==> src/source/cpu_pkg.sv <==
`default_nettype none

package cpu_pkg;

	// ##########################################################
	// Widths
	// ##########################################################
	localparam int data_width     = 32;
	localparam int reg_addr_width = 5;
	localparam int mem_addr_width = 8;
	localparam int reg_count      = 1 << reg_addr_width;
	localparam int mem_depth      = 1 << mem_addr_width;

	// ##########################################################
	// Opcodes and function codes
	// ##########################################################
	localparam logic [5:0] op_alu_r = 6'b100000; // Register ALU group, chosen by funct
	localparam logic [5:0] op_addi  = 6'b101000;
	localparam logic [5:0] op_ori   = 6'b101100;
	localparam logic [5:0] op_slli  = 6'b101010;
	localparam logic [5:0] op_movi  = 6'b100010;
	localparam logic [5:0] op_lwi   = 6'b000010; // Address is ra + (imm15 << 2)
	localparam logic [5:0] op_swi   = 6'b001010;
	localparam logic [5:0] op_lw    = 6'b011100; // Address is ra + (index register << sv)
	localparam logic [5:0] op_sw    = 6'b011101; // Index register is rt, which is also the data

	localparam logic [4:0] fn_add = 5'b00000;
	localparam logic [4:0] fn_sub = 5'b00001;
	localparam logic [4:0] fn_and = 5'b00010;
	localparam logic [4:0] fn_xor = 5'b00011;
	localparam logic [4:0] fn_or  = 5'b00100;
	localparam logic [4:0] fn_sll = 5'b01100;

	// ##########################################################
	// Selector codes
	// ##########################################################
	localparam logic [2:0] alusrc2_rbdata = 3'd0;
	localparam logic [2:0] alusrc2_imm    = 3'd1;
	localparam logic [2:0] alusrc2_lswi   = 3'd2; // Sign-extended imm15 scaled to words
	localparam logic [2:0] alusrc2_lsw    = 3'd3;

	localparam logic [1:0] imm_5bit_ze  = 2'd0;
	localparam logic [1:0] imm_15bit_se = 2'd1;
	localparam logic [1:0] imm_15bit_ze = 2'd2;
	localparam logic [1:0] imm_20bit_se = 2'd3;

	localparam logic [1:0] wrreg_aluresult = 2'd0;
	localparam logic [1:0] wrreg_immdata   = 2'd1;
	localparam logic [1:0] wrreg_mem       = 2'd2;

	typedef enum logic [2:0] {
		alu_add = 3'd0,
		alu_sub = 3'd1,
		alu_and = 3'd2,
		alu_or  = 3'd3,
		alu_xor = 3'd4,
		alu_sll = 3'd5
	} alu_op_t;

	// Register view of the instruction word
	typedef struct packed {
		logic [5:0] opcode;
		logic [4:0] rt;
		logic [4:0] ra;
		logic [4:0] rb;
		logic       rsvd_10;
		logic [1:0] sub_op_sv;
		logic [2:0] rsvd_7_5;
		logic [4:0] funct;
	} instr_reg_t;

	// Immediate view, the 20-bit field overlaps the low bits of ra
	typedef struct packed {
		logic [5:0]  opcode;
		logic [4:0]  rt;
		logic        rsvd_20;
		logic [19:0] imm_20bit;
	} instr_imm_t;

	typedef union packed {
		instr_reg_t r;
		instr_imm_t i;
	} instr_t;

endpackage

`default_nettype wire
==> src/source/execute_unit.sv <==
`timescale 1ns/1ps
`default_nettype none

module execute_unit
	import cpu_pkg::*;
(
	input  logic                      clk,
	input  logic                      rst,
	input  logic                      ex_valid,
	input  alu_op_t                   ex_alu_op,
	input  logic [1:0]                ex_sel_write_reg,
	input  logic [19:0]               ex_imm_20bit,
	input  logic [reg_addr_width-1:0] ex_rt,
	input  logic                      ex_mem_we,
	input  logic [reg_addr_width-1:0] ex_ra,
	input  logic [reg_addr_width-1:0] ex_rb,
	input  logic [data_width-1:0]     ex_a_data,
	input  logic [data_width-1:0]     ex_b_data,
	input  logic [data_width-1:0]     alu_src2,
	input  logic [data_width-1:0]     imm_extend,
	input  logic [data_width-1:0]     write_reg_data,
	output logic [data_width-1:0]     fwd_rb_data,
	output logic [4:0]                imm_5bit,
	output logic [14:0]               imm_15bit,
	output logic [mem_addr_width-1:0] mem_addr,
	output logic [data_width-1:0]     mem_wdata,
	output logic                      mem_we,
	output logic                      wb_we,
	output logic [reg_addr_width-1:0] wb_reg,
	output logic [1:0]                wb_sel,
	output logic [data_width-1:0]     alu_result,
	output logic [data_width-1:0]     xreg3_imm_extend
);

	logic [data_width-1:0] fwd_a_data;
	logic [data_width-1:0] alu_out;

	// wb_we is only ever set for a nonzero wb_reg, so a match never hits r0
	assign fwd_a_data  = (wb_we && wb_reg == ex_ra) ? write_reg_data : ex_a_data;
	assign fwd_rb_data = (wb_we && wb_reg == ex_rb) ? write_reg_data : ex_b_data;

	assign imm_5bit  = ex_imm_20bit[4:0];
	assign imm_15bit = ex_imm_20bit[14:0];

	always_comb begin
		case (ex_alu_op)
			alu_add: alu_out = fwd_a_data + alu_src2;
			alu_sub: alu_out = fwd_a_data - alu_src2;
			alu_and: alu_out = fwd_a_data & alu_src2;
			alu_or: alu_out = fwd_a_data | alu_src2;
			alu_xor: alu_out = fwd_a_data ^ alu_src2;
			alu_sll: alu_out = fwd_a_data << alu_src2[4:0];
			default: alu_out = '0;
		endcase
	end

	// Loads and stores decode to add, so the sum is the byte address
	assign mem_addr  = alu_out[mem_addr_width+1:2];
	assign mem_wdata = fwd_rb_data;
	assign mem_we    = ex_valid & ex_mem_we;

	always_ff @(posedge clk) begin
		if (rst) begin
			wb_we <= 1'b0;
		end else begin
			wb_we <= ex_valid && (ex_rt != '0);
		end
	end

	always_ff @(posedge clk) begin
		wb_reg           <= ex_rt;
		wb_sel           <= ex_sel_write_reg;
		alu_result       <= alu_out;
		xreg3_imm_extend <= imm_extend;
	end

endmodule

`default_nettype wire

==> config.mk <==
export PLATFORM = sky130hd
export DESIGN_NAME = execute_unit
export DESIGN_NICKNAME = d
export VERILOG_FILES = /design/src/source/cpu_pkg.sv /design/src/source/execute_unit.sv
export SDC_FILE = /design/constraint.sdc
export NUM_CORES = 1
export LEC_CHECK = 0
export ABC_AREA = 1
export ABC_CLOCK_PERIOD_IN_PS = 8400
export BUFFER_PORTS_ARGS = -buffer_cell sky130_fd_sc_hd__buf_4
export CORE_AREA = 2 2 145 147
export CTS_CLUSTER_SIZE = 40
export DETAILED_ROUTE_END_ITERATION = 8
export DIE_AREA = 0 0 147 149
export MAX_ROUTING_LAYER = met4
export PLACE_DENSITY_LB_ADDON = 0.15
export SETUP_SLACK_MARGIN = 0.5
export SYNTH_ARGS = -nofsm -noshare
export SYNTH_HDL_FRONTEND = slang
export SYNTH_SLANG_ARGS = --single-unit
==> constraint.sdc <==
create_clock -name clk -period 8.4 [get_ports clk]
set_input_delay 2.52 -clock clk [delete_from_list [all_inputs] [get_ports clk]]
set_output_delay 2.52 -clock clk [all_outputs]
set_load 0.005 [all_outputs]
### Word-level counts from Yosys, hierarchy flattened

Index checks and enable logic that the tools add are counted.

* bits in latches: 0
* register bits after elaboration: 72
* output and inout port bits: 165
* memories: 0
* input port bits: 204
* logic and storage cells: 27
* RAM bits: 0
* bits in read-only memories: 0

* reduce and logical (&&, ||, !) cells: 5
* multiply operators: 0
* equal/unequal tests: 7
* divide/modulo/power cells: 0
* bitwise operators: 4
* $lt $le $gt $ge: 0
* mux-type cells: 3
* shift operators: 1
* add/subtract/negate cells: 2

Operators by type and width (count)
* one-hot mux 32 bit (6 select lines): 1
* two-way mux 32 bit: 2
* adder 32 bit: 1
* bitwise AND 32 bit: 1
* bitwise OR 32 bit: 1
* << shifter 32 x 5 -> 32 bit: 1
* subtractor 32 bit: 1
* bitwise XOR 32 bit: 1
* == test 5 bit: 2
* == test 3 x 2 -> 1 bit (second input constant): 2
* == test 3 bit (second input constant): 2
* nonzero test 5 bit: 1
* == test 3 x 1 -> 1 bit (second input constant): 1
* logical AND 1 bit: 3
* logical NOT 3 bit: 1
* bitwise AND 1 bit: 1

### Depth between registers and ports, before layout

Gate-level depths: netlist (run 1).

* word-level depth: 5
* mapped depth: 26
* depth with buffers taken out: 24

### Least setup slack after synthesis (run 1)

OpenSTA, ideal clock, no wires.

* path type: input -> output
* start: input port alu_src2[0]
* end: output port mem_addr[1]
* stages: 16
* data arrival time: 5117 ps
* path slack: 763 ps
* path through: inv_1 clkbuf_1 clkbuf_1 ha_1 inv_1 nand2_1 xor2_1 ha_1 a21oi_1 o21ai_0 or2_2 nand2_1 nor2_1 a221oi_1 o211ai_1 buf_4

* longest elaborated chain between the ends: 2
* elaborated cells on any way between the ends: 4

Ends and longest elaborated chain
* start, declared: line execute_unit.sv:19 `input logic [data_width-1:0] alu_src2,`
* subtractor 32 bit (tied with other cells): line execute_unit.sv:48 `alu_sub: alu_out = fwd_a_data - alu_src2;`
* one-hot mux 32 bit (6 select lines) *: line execute_unit.sv:46 `case (ex_alu_op)`
* end, declared: line execute_unit.sv:25 `output logic [mem_addr_width-1:0] mem_addr,`

Every way passes the cells marked *; elsewhere a longest branch is shown, timed or not.

### Worst setup path after layout (run 1)

* start: input port ex_ra[0]
* end: output port mem_addr[6]

* longest elaborated chain between the ends: 5
* elaborated cells on any way between the ends: 10

Ends and longest elaborated chain
* start, declared: line execute_unit.sv:15 `input logic [reg_addr_width-1:0] ex_ra,`
* == test 5 bit *: line execute_unit.sv:39 `assign fwd_a_data = (wb_we && wb_reg == ex_ra) ? write_reg_data : ex_a_data;`
* logical AND 1 bit *: line execute_unit.sv:39
* two-way mux 32 bit *: line execute_unit.sv:39
* subtractor 32 bit (tied with other cells): line execute_unit.sv:48
* one-hot mux 32 bit (6 select lines) *: line execute_unit.sv:46

Marked as above.

==> metrics.md, run 1 <==
| Metric | Value |
|---|---|
| GRT Residual Overflow | 0 |
| Most used DFF post-synth | dfxtp_1 |
| Critical path cell sequence | buf_4 -> inv_1 -> nand2_1 -> nand2_1 -> nor2_8 -> nand3_4 -> nand2_1 -> o21ai_2 -> inv_1 -> ha_1 -> inv_1 -> fa_2 -> nand3_1 -> nand2_2 -> nand2_1 -> nand2_1 -> or2_1 -> nand3_1 -> nand4_1 -> buf_4 |
| R2R Path End | alu_result[27] |
| Setup slack, reg-to-reg | 4.91 ns |
| Antenna diodes | 0 |
| DR WL/cell | 16.9 um |
| P per Cell Area | ~120 nW/um^2 |
| Yosys top cell by area | nand2_1 |
| Io pins | between 300 and 400 |
| Hold Violations, Final | 0 |
| Max cap viols | 0 |
| Peak Freq | between 100 and 150 MHz |
| Placed inst area | around 12,000 um^2 |
| Via count | approximately 12,000 |
| Initial antenna violation count | 0 |
| Synth async-reset ratio | 0% |
| Syn. warnings | 0 |
| Nets@finish | ~2,200 |
| Initial Util | 47.9% |
| Clock Sinks | ~70 |
| Worst hold path depth | 7 |
| Area share of the largest cell type after synthesis | a little over a fifth |
| Cell Area, Synth | approximately 10000 um^2 |
| Fin crit period | around 7.7 ns |
| Yosys reg bits | between 70 and 80 |
| FF-to-FF Start | wb_reg[4] |
| Mux contribution to synthesized area | under 10% |
| Worst-Skew Late Latency | roughly 0.36 ns |
| CTS Hold Bufs | 0 |
| # port buffers | roughly 330 |
| Most frequent CP cell | nand2_1 |
| Worst EP arrival | 5.21 ns |
| Delay-heaviest family, CP | simple AND/OR/NAND/NOR gates |
| CTS max path bufs | 2 |
| Slew Limit Fails | 0 |
| Clock root buffer | clkbuf_16 |
| Core area | between 20,000 and 25,000 um^2 |
| Main combinational cell family by area after synthesis | simple AND/OR/NAND/NOR gates |
| Mapped Nets | between 1,500 and 2,000 |
| Gr usage total | between 30 and 40% |
| VDD IR max | between 0.00008 and 0.00009 V |
| Seq/Total Area, Yosys | ~15% |
| CTS Buf Count | 9 |
| WL final | about 38,000 um |
| Level count of the clock H-tree | 3 |
| P_leak | around 7 nW |
| Clk slew on worst S/H paths | roughly 0.07 ns |
| Syn-to-layout area delta | 26.7% |
| HP Start | wb_we |
| Xor/xnor share of the synthesized area | around 1.8% |
| Setup_tns | 0 ns |
| Ratio of cells with drive above 1 in the final layout | a little under a quarter |
| Clk_skew | approximately 0.0089 ns |
| Area occupied by registers | 1440 um^2 |
| Crit path buf inv count | 5 |
| Non-Filler Cell Area, Final | between 10,000 and 15,000 um^2 |
| Total Die Area | between 20,000 and 25,000 um^2 |
| CTS tree | done |
| Final setup vio count | 0 |
| Final GP Congestion | ~1 |
| Cells after DPL | approximately 2,200 |
| Hpwl dp | just over 30,000 um |
| Pin count of the biggest net entering global routing | 45 |
| Mapped Cells | 1,698 |
| Drt initial violations | approximately 1,200 |
| Post-synth EDFFs | 0 |
| CP endpoint kind | primary output |
| Critical path fanouts, max | 8 |
| Compound-gate portion of the synthesized area | between 10% and 20% |
| Hold Path Class | flop to flop |
| Vert. Die Dim | ~150 um |
| Normalized max-slew margin | ~29% |
| Non-Filler Instances | about 2,200 |
| DR DRC count | 0 |
| R2R depth | 19 |
| Fillers | approximately 2,100 |
| Area occupied by multi-input gates | about 7000 um^2 |
| Vias in the first global route | approximately 11,000 |
| First-pass DRT Iterations | 5 |
| Crit path kind | input pin to primary output |
| Adder-cell share of the synthesized area | 10.4% |
| DIE WIDTH | between 100 and 150 um |
| Ranking of synthesized cells by area | nand2_1 21%, dfxtp_1 15%, ha_1 10% |
| Worst Hold End | alu_result[2] |
| Post-layout util | between 60% and 70% |
| Post-synthesis cell type count | 48 |
| Crit path launch type | input pin |
| ANT nets after route | 0 |
| Simple-gate portion of the synthesized area | about two fifths |
| Fin crit share | between 90% and 100% |
| Slew @ Worst Pin | 1.07 ns |
| Commonest non-fill, non-tap cell in the layout | nand2_1 |
| Vias/cell | 5.48 |
| FP Rows | between 50 and 60 |
| First-pass GRT wire length | about 58,000 um |
| Worst EP required | just under 6 ns |
| Syn_area_per_cell | between 5 and 6 um^2 |
| Leading cell types in the layout, fill and taps excluded | 548 x nand2_1, 345 x buf_4, 200 x inv_1, 172 x nand3_1, 97 x nor2_1 |
| Slowest CP cell | fa_2 |
| Unrepaired setup endpoints after global routing | yes |
| Delay of the slowest critical-path stage | 0.45 ns |
| Outcome | finished clean |
worst min-delay path, cell delays in order (launching register included):
cell,delay [ns]
dfxtp_1,0.33
nand2_1,0.16
nor2_8,0.07
nand3_4,0.15
nand2_4,0.07
nand2_2,0.10
o21ai_0,0.09
o2111ai_1,0.15
cells in the mapped netlist (3+ instances only):
cell and instances:
o21ai_1 28, buf_4 61, nand2_2 18, dfxtp_1 72, nand2_1 550, buf_2 9, nor2_8 3, a21oi_1 75
and3_1 3, o21a_1 4, nor2_2 6, ha_1 80, a221oi_1 9, nor2_1 97, o21ai_2 16, mux2_2 14
buf_1 13, a22oi_1 5, nor3_1 13, nand3b_1 9, o211ai_1 30, clkbuf_1 29, inv_1 200, o2111ai_1 5
inv_2 10, o21ai_0 80, buf_6 6, nand3_1 174, nand4_1 31, nand3_2 3, xor2_1 19
layer usage:
| layer | vias up | global-route usage, % | part of all wire, % |
|---|---|---|---|
| met5 | - | - | 0 |
| met4 | 0 | 12.0 | 3.2 |
| met3 | 84 | 4.74 | 8.7 |
| met2 | 629 | 54.2 | 45 |
| met1 | 5485 | 45.3 | 43 |
| li1 | 5977 | - | - |
per-stage QoR:
| stage | setup slack, ns | power, mW | hold slack [ns] |
|---|---|---|---|
| floorplan | 0.763 | 0.782 | 0.933 |
| global placement | 0.573 | 1.03 | 1.15 |
| detailed placement | 0.497 | 1.05 | 1.16 |
| CTS | 0.514 | 1.47 | 1.16 |
| global route | 0.440 | 1.57 | 1.27 |
| finish | 0.672 | 1.48 | 1.16 |
final cells by class:
cell class / count / area share, %
clock buffer: 10 / 1.83
clock inverter: 6 / 0.741
inverter: 212 / 6.37
multi-input combinational: 1296 / 55.6
sequential: 72 / 11.5
tap: 275 / 2.76
timing repair buffer: 349 / 21.2
worst max-delay path by stage:
stage / start / end / slack, ns / cells past startpoint
after global placement: ex_ra[0] / mem_addr[6] / 0.57 / 19
after detailed placement: ex_alu_op[1] / mem_addr[7] / 0.50 / 16
after global routing: ex_ra[0] / mem_addr[6] / 0.44 / 20
after floorplan: alu_src2[0] / mem_addr[1] / 0.76 / 16
after CTS: ex_ra[0] / mem_addr[6] / 0.51 / 18
final: ex_ra[0] / mem_addr[6] / 0.67 / 20
power breakdown:
group / switching (mW) / leakage (nW) / total, mW / internal [mW]
logic: 0.397 / 6.16 / 0.672 / 0.275
registers: 0.0105 / 0.606 / 0.385 / 0.375
clock network: 0.161 / 0.149 / 0.423 / 0.262
kinds of logic after synthesis:
kind of cell	Yosys count
fa+ha+maj	81
buf+inv	330
simple gates	920
mux	15
compound gates	260
xor+xnor	20
flops	72
repair_timing:
item | 4_1_cts | 5_1_grt
endpoints found under the setup margin | 1 | 6
pin swaps | 0 | 1
setup buffers | 0 | 0
resized for setup | 1 | 14
(Power assumes the default switching activity.)
==> run 2: changes to the inputs <==
--- a/config.mk
+++ b/config.mk
@@ -14,6 +14,7 @@
 export DIE_AREA = 0 0 147 149
 export MAX_ROUTING_LAYER = met4
 export PLACE_DENSITY_LB_ADDON = 0.15
+export RECOVER_POWER = 25
 export SETUP_SLACK_MARGIN = 0.5
 export SYNTH_ARGS = -nofsm -noshare
 export SYNTH_HDL_FRONTEND = slang
==> metrics.md, run 2 (synthesized netlist as in run 1, its figures left out) <==
| Metric | Value |
|---|---|
| Outcome | finished clean (unchanged) |
| Syn-to-layout area delta | 26.7% (unchanged) |
| Core area | 20,600 um^2 (unchanged) |
| P per Cell Area | 118 nW/um^2 (was 119 nW/um^2) |
| P_leak | 6.90 nW (was 6.92 nW) |
| Worst EP required | 5.88 ns (about the same) |
| Max cap viols | 0 (unchanged) |
| Setup slack, reg-to-reg | 4.92 ns (was 4.91 ns) |
| Flop pwr share | 26.1% (was 26.0%) |
| Placed inst area | 12,100 um^2 (unchanged) |
| FP Rows | 53 (unchanged) |
| Setup_tns | 0 ns (unchanged) |
| Vert. Die Dim | 149 um (unchanged) |
| # port buffers | 328 (unchanged) |
| CTS Hold Bufs | 0 (unchanged) |
| FF-to-FF Start | wb_reg[1] (was wb_reg[4]) |
| First-pass DRT Iterations | 5 (unchanged) |
| CTS max path bufs | 2 (unchanged) |
| CTS Buf Count | 9 (unchanged) |
| Gate power share | 45.3% (was 45.4%) |
| Critical path fanouts, max | 35 (was 8) |
| Via count | 12,100 (was 12,175) |
| Hpwl dp | 31,000 um (unchanged) |
| Normalized max-slew margin | 29.8% (was 28.6%) |
| Hold Path Class | flop to flop (unchanged) |
| R2R Path End | alu_result[27] (unchanged) |
| Clock root buffer | clkbuf_16 (unchanged) |
| Initial Util | 47.9% (unchanged) |
| GRT Residual Overflow | 0 (unchanged) |
| Clk_skew | 0.00898 ns (was 0.00894 ns) |
| Slowest CP cell | ha_1 (was fa_2) |
| Pin count of the biggest net entering global routing | 45 (unchanged) |
| Level count of the clock H-tree | 3 (unchanged) |
| CP endpoint kind | primary output (unchanged) |
| DR WL/cell | 16.9 um (about the same) |
| Delay of the slowest critical-path stage | 0.30 ns (was 0.45 ns) |
| Crit path kind | input pin to primary output (unchanged) |
| R2R depth | 19 (unchanged) |
| Leading cell types in the layout, fill and taps excluded | 548 x nand2_1, 287 x buf_4, 200 x inv_1, 172 x nand3_1, 97 x nor2_1 (was 548 x nand2_1, 345 x buf_4, 200 x inv_1, 172 x nand3_1, 97 x nor2_1) |
| Crit path launch type | input pin (unchanged) |
| WL final | 37,600 um (about the same) |
| CTS tree | done (unchanged) |
| Worst Setup EP | mem_addr[6] (unchanged) |
| Total Die Area | 21,900 um^2 (unchanged) |
| Net Sw Frac | 38.5% (was 38.4%) |
| Most frequent CP cell | nand2_1 (unchanged) |
| Slew Limit Fails | 0 (unchanged) |
| Delay-heaviest family, CP | simple AND/OR/NAND/NOR gates (unchanged) |
| Clock group share of total power | 28.7% (was 28.6%) |
| Vias in the first global route | 10,901 (unchanged) |
| Final setup vio count | 0 (unchanged) |
| Switching power | 0.569 mW (about the same) |
| Nets@finish | 2,225 (unchanged) |
| DIE WIDTH | 147 um (unchanged) |
| Unrepaired setup endpoints after global routing | yes (unchanged) |
| Clk slew on worst S/H paths | 0.07 ns (about the same) |
| Non-Filler Cell Area, Final | 12,500 um^2 (unchanged) |
| Critical path cell sequence | buf_4 -> inv_1 -> nand2_1 -> nand2_2 -> nor2_8 -> nand3_4 -> buf_12 -> nand2_1 -> nand2_1 -> inv_1 -> ha_1 -> a21oi_1 -> nand2_1 -> inv_1 -> nand2_1 -> or2_1 -> nand3_1 -> nand4_1 -> buf_4 (was buf_4 -> inv_1 -> nand2_1 -> nand2_1 -> nor2_8 -> nand3_4 -> nand2_1 -> o21ai_2 -> inv_1 -> ha_1 -> inv_1 -> fa_2 -> nand3_1 -> nand2_2 -> nand2_1 -> nand2_1 -> or2_1 -> nand3_1 -> nand4_1 -> buf_4) |
| Final GP Congestion | 1.00 (unchanged) |
| First-pass GRT wire length | 57,700 um (unchanged) |
| Pint | 0.910 mW (was 0.912 mW) |
| Io pins | 369 (unchanged) |
| Worst EP arrival | 5.24 ns (was 5.21 ns) |
| DR DRC count | 0 (unchanged) |
| Antenna diodes | 0 (unchanged) |
| Crit path launch | ex_ra[2] (was ex_ra[0]) |
| Vias/cell | 5.45 (was 5.48) |
| Worst hold path depth | 7 (unchanged) |
| Hold Violations, Final | 0 (unchanged) |
| Slew @ Worst Pin | 1.05 ns (was 1.07 ns) |
| Gr usage total | 34.3% (unchanged) |
| Crit path buf inv count | 6 (was 5) |
| ANT nets after route | 0 (unchanged) |
| Crit path depth | 19 (was 20) |
| Peak Freq | 129 MHz (about the same) |
| Fin crit period | 7.76 ns (was 7.73 ns) |
| Commonest non-fill, non-tap cell in the layout | nand2_1 (unchanged) |
| Clock Sinks | 72 (unchanged) |
| VDD IR max | 0.0000860 V (was 0.0000858 V) |
| Fin crit share | 92.4% (was 92.0%) |
| Initial antenna violation count | 0 (unchanged) |
| Ratio of cells with drive above 1 in the final layout | 23.1% (unchanged) |
| Total power draw | 1.48 mW (about the same) |
| Drt initial violations | 1,227 (was 1,159) |
| Worst-Skew Late Latency | 0.36 ns (about the same) |
==> run 2: changes by cell type in the layout (fill, tap and decap cells not counted), sizes merged <==
cell | previous run | this run
buf | 349 | 291
clkbuf | 10 | 68
==> run 2: timing repair <==
item                                    in CTS  in global routing
cloned                                       0                  0
setup buffers                                0                  0
endpoints found under the setup margin       1                  6
pin swaps                                    0                  1
resized for setup                            1                 14
==> run 2: worst min-delay path by stage <==
stage	startpoint	to	slack (ns)
after floorplan	wb_we	alu_result[4]	0.93
after global placement	wb_we	alu_result[2]	1.15
after detailed placement	wb_we	alu_result[2]	1.16
after CTS	wb_we	alu_result[2]	1.16
after global routing	wb_we	alu_result[2]	1.27
final	wb_we	alu_result[2]	1.16
==> run 2: metrics by stage <==
stage               util (%)  cells  hold slack, ns  setup slack, ns
finish                  60.7   2220            1.16            0.636
floorplan                  -   1698           0.933            0.763
detailed placement      58.9   2204            1.16            0.497
CTS                     60.5   2220            1.16            0.514
global placement        58.9   2204            1.15            0.573
global route            60.7   2220            1.27            0.440
==> run 2: power by group through the flow <==
stage	Clock (mW)	Combinational [mW]	Sequential, mW
2_1_floorplan	0	0.385	0.397
3_3_place_gp	0	0.642	0.392
3_5_place_dp	0	0.653	0.393
4_1_cts	0.429	0.656	0.386
5_1_grt	0.443	0.737	0.388
6_report	0.424	0.670	0.385
==> run 2: metal layers <==
layer  track usage (%)  vias to the layer above  wire [um]
met2              54.2                      635      16700
met5                 -                        -          0
met4              12.0                        0       1190
met3              4.74                       88       3580
met1              45.3                     5400      16100
li1                  -                     5977          -
==> run 2: worst register-to-register path, stage by stage, from the launching register on <==
cell and delay [ns]:
dfxtp_1 0.40, inv_2 0.04, nand2_1 0.06, nand2_2 0.09, nor2_8 0.13, nand3_4 0.19
buf_4 0.32, o21ai_2 0.43, inv_2 0.12, ha_1 0.38, nand2_1 0.11, nor2_1 0.15
inv_1 0.07, nor2_1 0.23, and3_1 0.19, nand2_1 0.10, nand2_1 0.09, nand2_1 0.05
nand3_1 0.11, nand2_1 0.10
==> run 2: cell type report <==
type	count	area, um^2
Clock buffer	10	229
Sequential cell	72	1440
Fill cell	2095	8070
Timing Repair Buffer	349	2640
Tap cell	275	344
Inverter	212	796
Clock inverter	6	92.6
Multi-Input combinational cell	1296	6940
==> run 3: changes to the inputs <==
--- a/config.mk
+++ b/config.mk
@@ -6,12 +6,13 @@
 export NUM_CORES = 1
 export LEC_CHECK = 0
 export ABC_AREA = 1
-export ABC_CLOCK_PERIOD_IN_PS = 8400
+export ABC_CLOCK_PERIOD_IN_PS = 6860
 export BUFFER_PORTS_ARGS = -buffer_cell sky130_fd_sc_hd__buf_4
-export CORE_AREA = 2 2 145 147
+export CORE_ASPECT_RATIO = 2
+export CORE_MARGIN = 2
+export CORE_UTILIZATION = 47
 export CTS_CLUSTER_SIZE = 40
 export DETAILED_ROUTE_END_ITERATION = 8
-export DIE_AREA = 0 0 147 149
 export MAX_ROUTING_LAYER = met4
 export PLACE_DENSITY_LB_ADDON = 0.15
 export RECOVER_POWER = 25
==> constraint.sdc (replaced) <==
create_clock -name clk -period 6.86 [get_ports clk]
set_input_delay 2.058 -clock clk [delete_from_list [all_inputs] [get_ports clk]]
set_output_delay 2.058 -clock clk [all_outputs]
set_load 0.005 [all_outputs]
==> metrics.md, run 3 (synthesized netlist as in run 1, its figures left out) <==
| Metric | Value |
|---|---|
| Initial antenna violation count | 0 (unchanged) |
| Outcome | finished clean (unchanged) |
| Gr usage total | 35.8% (was 34.3%) |
| ANT nets after route | 0 (unchanged) |
| Crit path kind | input pin to primary output (unchanged) |
| Clock group share of total power | 25.9% (was 28.7%) |
| DR DRC count | 0 (unchanged) |
| Io pins | 369 (unchanged) |
| Hold Path Class | flop to flop (unchanged) |
| GRT Residual Overflow | 0 (unchanged) |
| Vias in the first global route | 11,244 (was 10,901) |
| Hpwl dp | 31,600 um (was 31,000 um) |
| Slew @ Worst Pin | 0.975 ns (was 1.05 ns) |
| Via count | 12,307 (was 12,100) |
| Normalized max-slew margin | 34.7% (was 29.8%) |
| Leading cell types in the layout, fill and taps excluded | 523 x nand2_1, 308 x buf_4, 190 x inv_1, 168 x nand3_1, 97 x nor2_1 (was 548 x nand2_1, 287 x buf_4, 200 x inv_1, 172 x nand3_1, 97 x nor2_1) |
| Level count of the clock H-tree | 3 (unchanged) |
| Slew Limit Fails | 0 (unchanged) |
| HP Start | wb_we (unchanged) |
| Initial Util | 47.5% (was 47.9%) |
| Pint | 1.09 mW (was 0.910 mW) |
| Net Sw Frac | 41.0% (was 38.5%) |
| FF-to-FF Start | wb_reg[3] (was wb_reg[1]) |
| CTS Buf Count | 9 (unchanged) |
| Vias/cell | 5.47 (was 5.45) |
| Fin Hold WS | 1.17 ns (was 1.16 ns) |
| Critical path fanouts, max | 5 (was 35) |
| Setup_tns | 0 ns (unchanged) |
| # port buffers | 328 (unchanged) |
| Clk_skew | 0.0110 ns (was 0.00898 ns) |
| Core area | 20,700 um^2 (was 20,600 um^2) |
| Max cap viols | 0 (unchanged) |
| First-pass GRT wire length | 60,200 um (was 57,700 um) |
| Peak Freq | approximately 150 MHz |
| Ratio of cells with drive above 1 in the final layout | 27.9% (was 23.1%) |
| Pin count of the biggest net entering global routing | 43 (was 45) |
| First-pass DRT Iterations | 5 (unchanged) |
| Worst EP required | 4.80 ns (was 5.88 ns) |
| Worst EP arrival | 4.40 ns (was 5.24 ns) |
| Clk slew on worst S/H paths | 0.07 ns (about the same) |
| Drt initial violations | 1,007 (was 1,227) |
| Crit path launch type | input pin (unchanged) |
| Total Die Area | 22,200 um^2 (was 21,900 um^2) |
| Fin crit period | around 6.5 ns |
| Switching power | 0.759 mW (was 0.569 mW) |
| Clock Sinks | 72 (unchanged) |
| FP Rows | 75 (was 53) |
| P per Cell Area | 140 nW/um^2 (was 118 nW/um^2) |
| Vert. Die Dim | 209 um (was 149 um) |
| Hold Violations, Final | 0 (unchanged) |
| Worst-Skew Late Latency | 0.36 ns (about the same) |
| Antenna diodes | 0 (unchanged) |
| Syn-to-layout area delta | 34.2% (was 26.7%) |
| CP endpoint kind | primary output (unchanged) |
| DIE WIDTH | 106 um (was 147 um) |
| P_leak | 7.18 nW (was 6.90 nW) |
| Clock root buffer | clkbuf_16 (unchanged) |
| Commonest non-fill, non-tap cell in the layout | nand2_1 (unchanged) |
| CTS tree | done (unchanged) |
| Flop pwr share | 25.5% (was 26.1%) |
| Fin crit share | between 90% and 100% |
| WL final | 40,100 um (was 37,600 um) |
| VDD IR max | 0.000111 V (was 0.0000860 V) |
| CTS max path bufs | 2 (unchanged) |
| DR WL/cell | 17.8 um (was 16.9 um) |
| Crit path launch | ex_ra[1] (was ex_ra[2]) |
| Gate power share | 48.5% (was 45.3%) |
| Total power draw | 1.85 mW (was 1.48 mW) |
| Nets@finish | 2,261 (was 2,225) |
| Final GP Congestion | 1.01 (was 1.00) |
| Final setup vio count | 0 (unchanged) |
| Unrepaired setup endpoints after global routing | yes (unchanged) |
## run 3: changes by cell type in the layout (fill, tap and decap cells not counted), moves of 8 or more
cell	delta
nand2_1	-25
inv_1	-10
nand2_2	+8
ha_1	-10
nand2_4	+17
a21oi_1	-8
ha_4	+8
buf_4	+21
buf_6	+8
inv_2	+8
## run 3: area by class of cell
cell class / instances / area [um^2]
fillers: 2049 / 7510
multi-input cells: 1296 / 7330
well taps: 269 / 337
clock inverters: 7 / 61.3
inverters: 212 / 801
clock buffers: 9 / 225
repair buffers: 385 / 3030
flip-flops and latches: 72 / 1440
## run 3: repair_timing
action,4_1_cts,5_1_grt
pin swaps,34,33
buffers inserted,15,11
cloned,1,1
setup endpoints to repair,8,8
hold buffers,0,0
gates resized for setup,70,53
## run 3: per-layer routing
metal	GRT usage, %	vias to the layer above	part of all wire (%)
met4	16.2	0	5.2
met3	4.90	123	8.3
met2	58.6	651	48
met5	-	-	0
met1	43.2	5486	38
li1	-	6047	-
## run 3: worst max-delay path, stage by stage
cell     delay (ns)
buf_8          0.08
inv_2          0.03
nand2_2        0.06
nand2_4        0.07
nor2_8         0.13
nand3_4        0.13
buf_12         0.18
o21ai_4        0.14
inv_2          0.09
buf_6          0.13
fa_2           0.41
nand3_2        0.08
nand2_2        0.07
nand2_2        0.07
nand2_2        0.05
or2_1          0.20
nand3_1        0.06
nand4_1        0.15
buf_4          0.18
## run 3: power groups by stage
stage	Clock [mW]	Combinational, mW	Sequential [mW]
after floorplan	0	0.474	0.486
after global placement	0	0.798	0.480
after detailed placement	0	0.804	0.481
after CTS	0.485	0.845	0.472
after global routing	0.498	0.978	0.475
final	0.480	0.897	0.472
## run 3: final timing paths
kind | slack, ns | cells past startpoint | endpoint
max | 0.41 | 19 | mem_addr[6]
min | 1.17 | 8 | alu_result[6]
max reg2reg | 3.10 | 20 | alu_result[24]
min reg2reg | 1.17 | 8 | alu_result[6]
## run 3: through the flow
stage	worst slack (ns)	cells	instance area, um^2	util (%)
2_1_floorplan	0.500	1698	9880	-
3_3_place_gp	0.200	2206	12200	58.8
3_5_place_dp	0.164	2206	12200	58.8
4_1_cts	0.468	2238	12900	62.1
5_1_grt	0.349	2250	13200	63.8
6_report	0.406	2250	13200	63.8
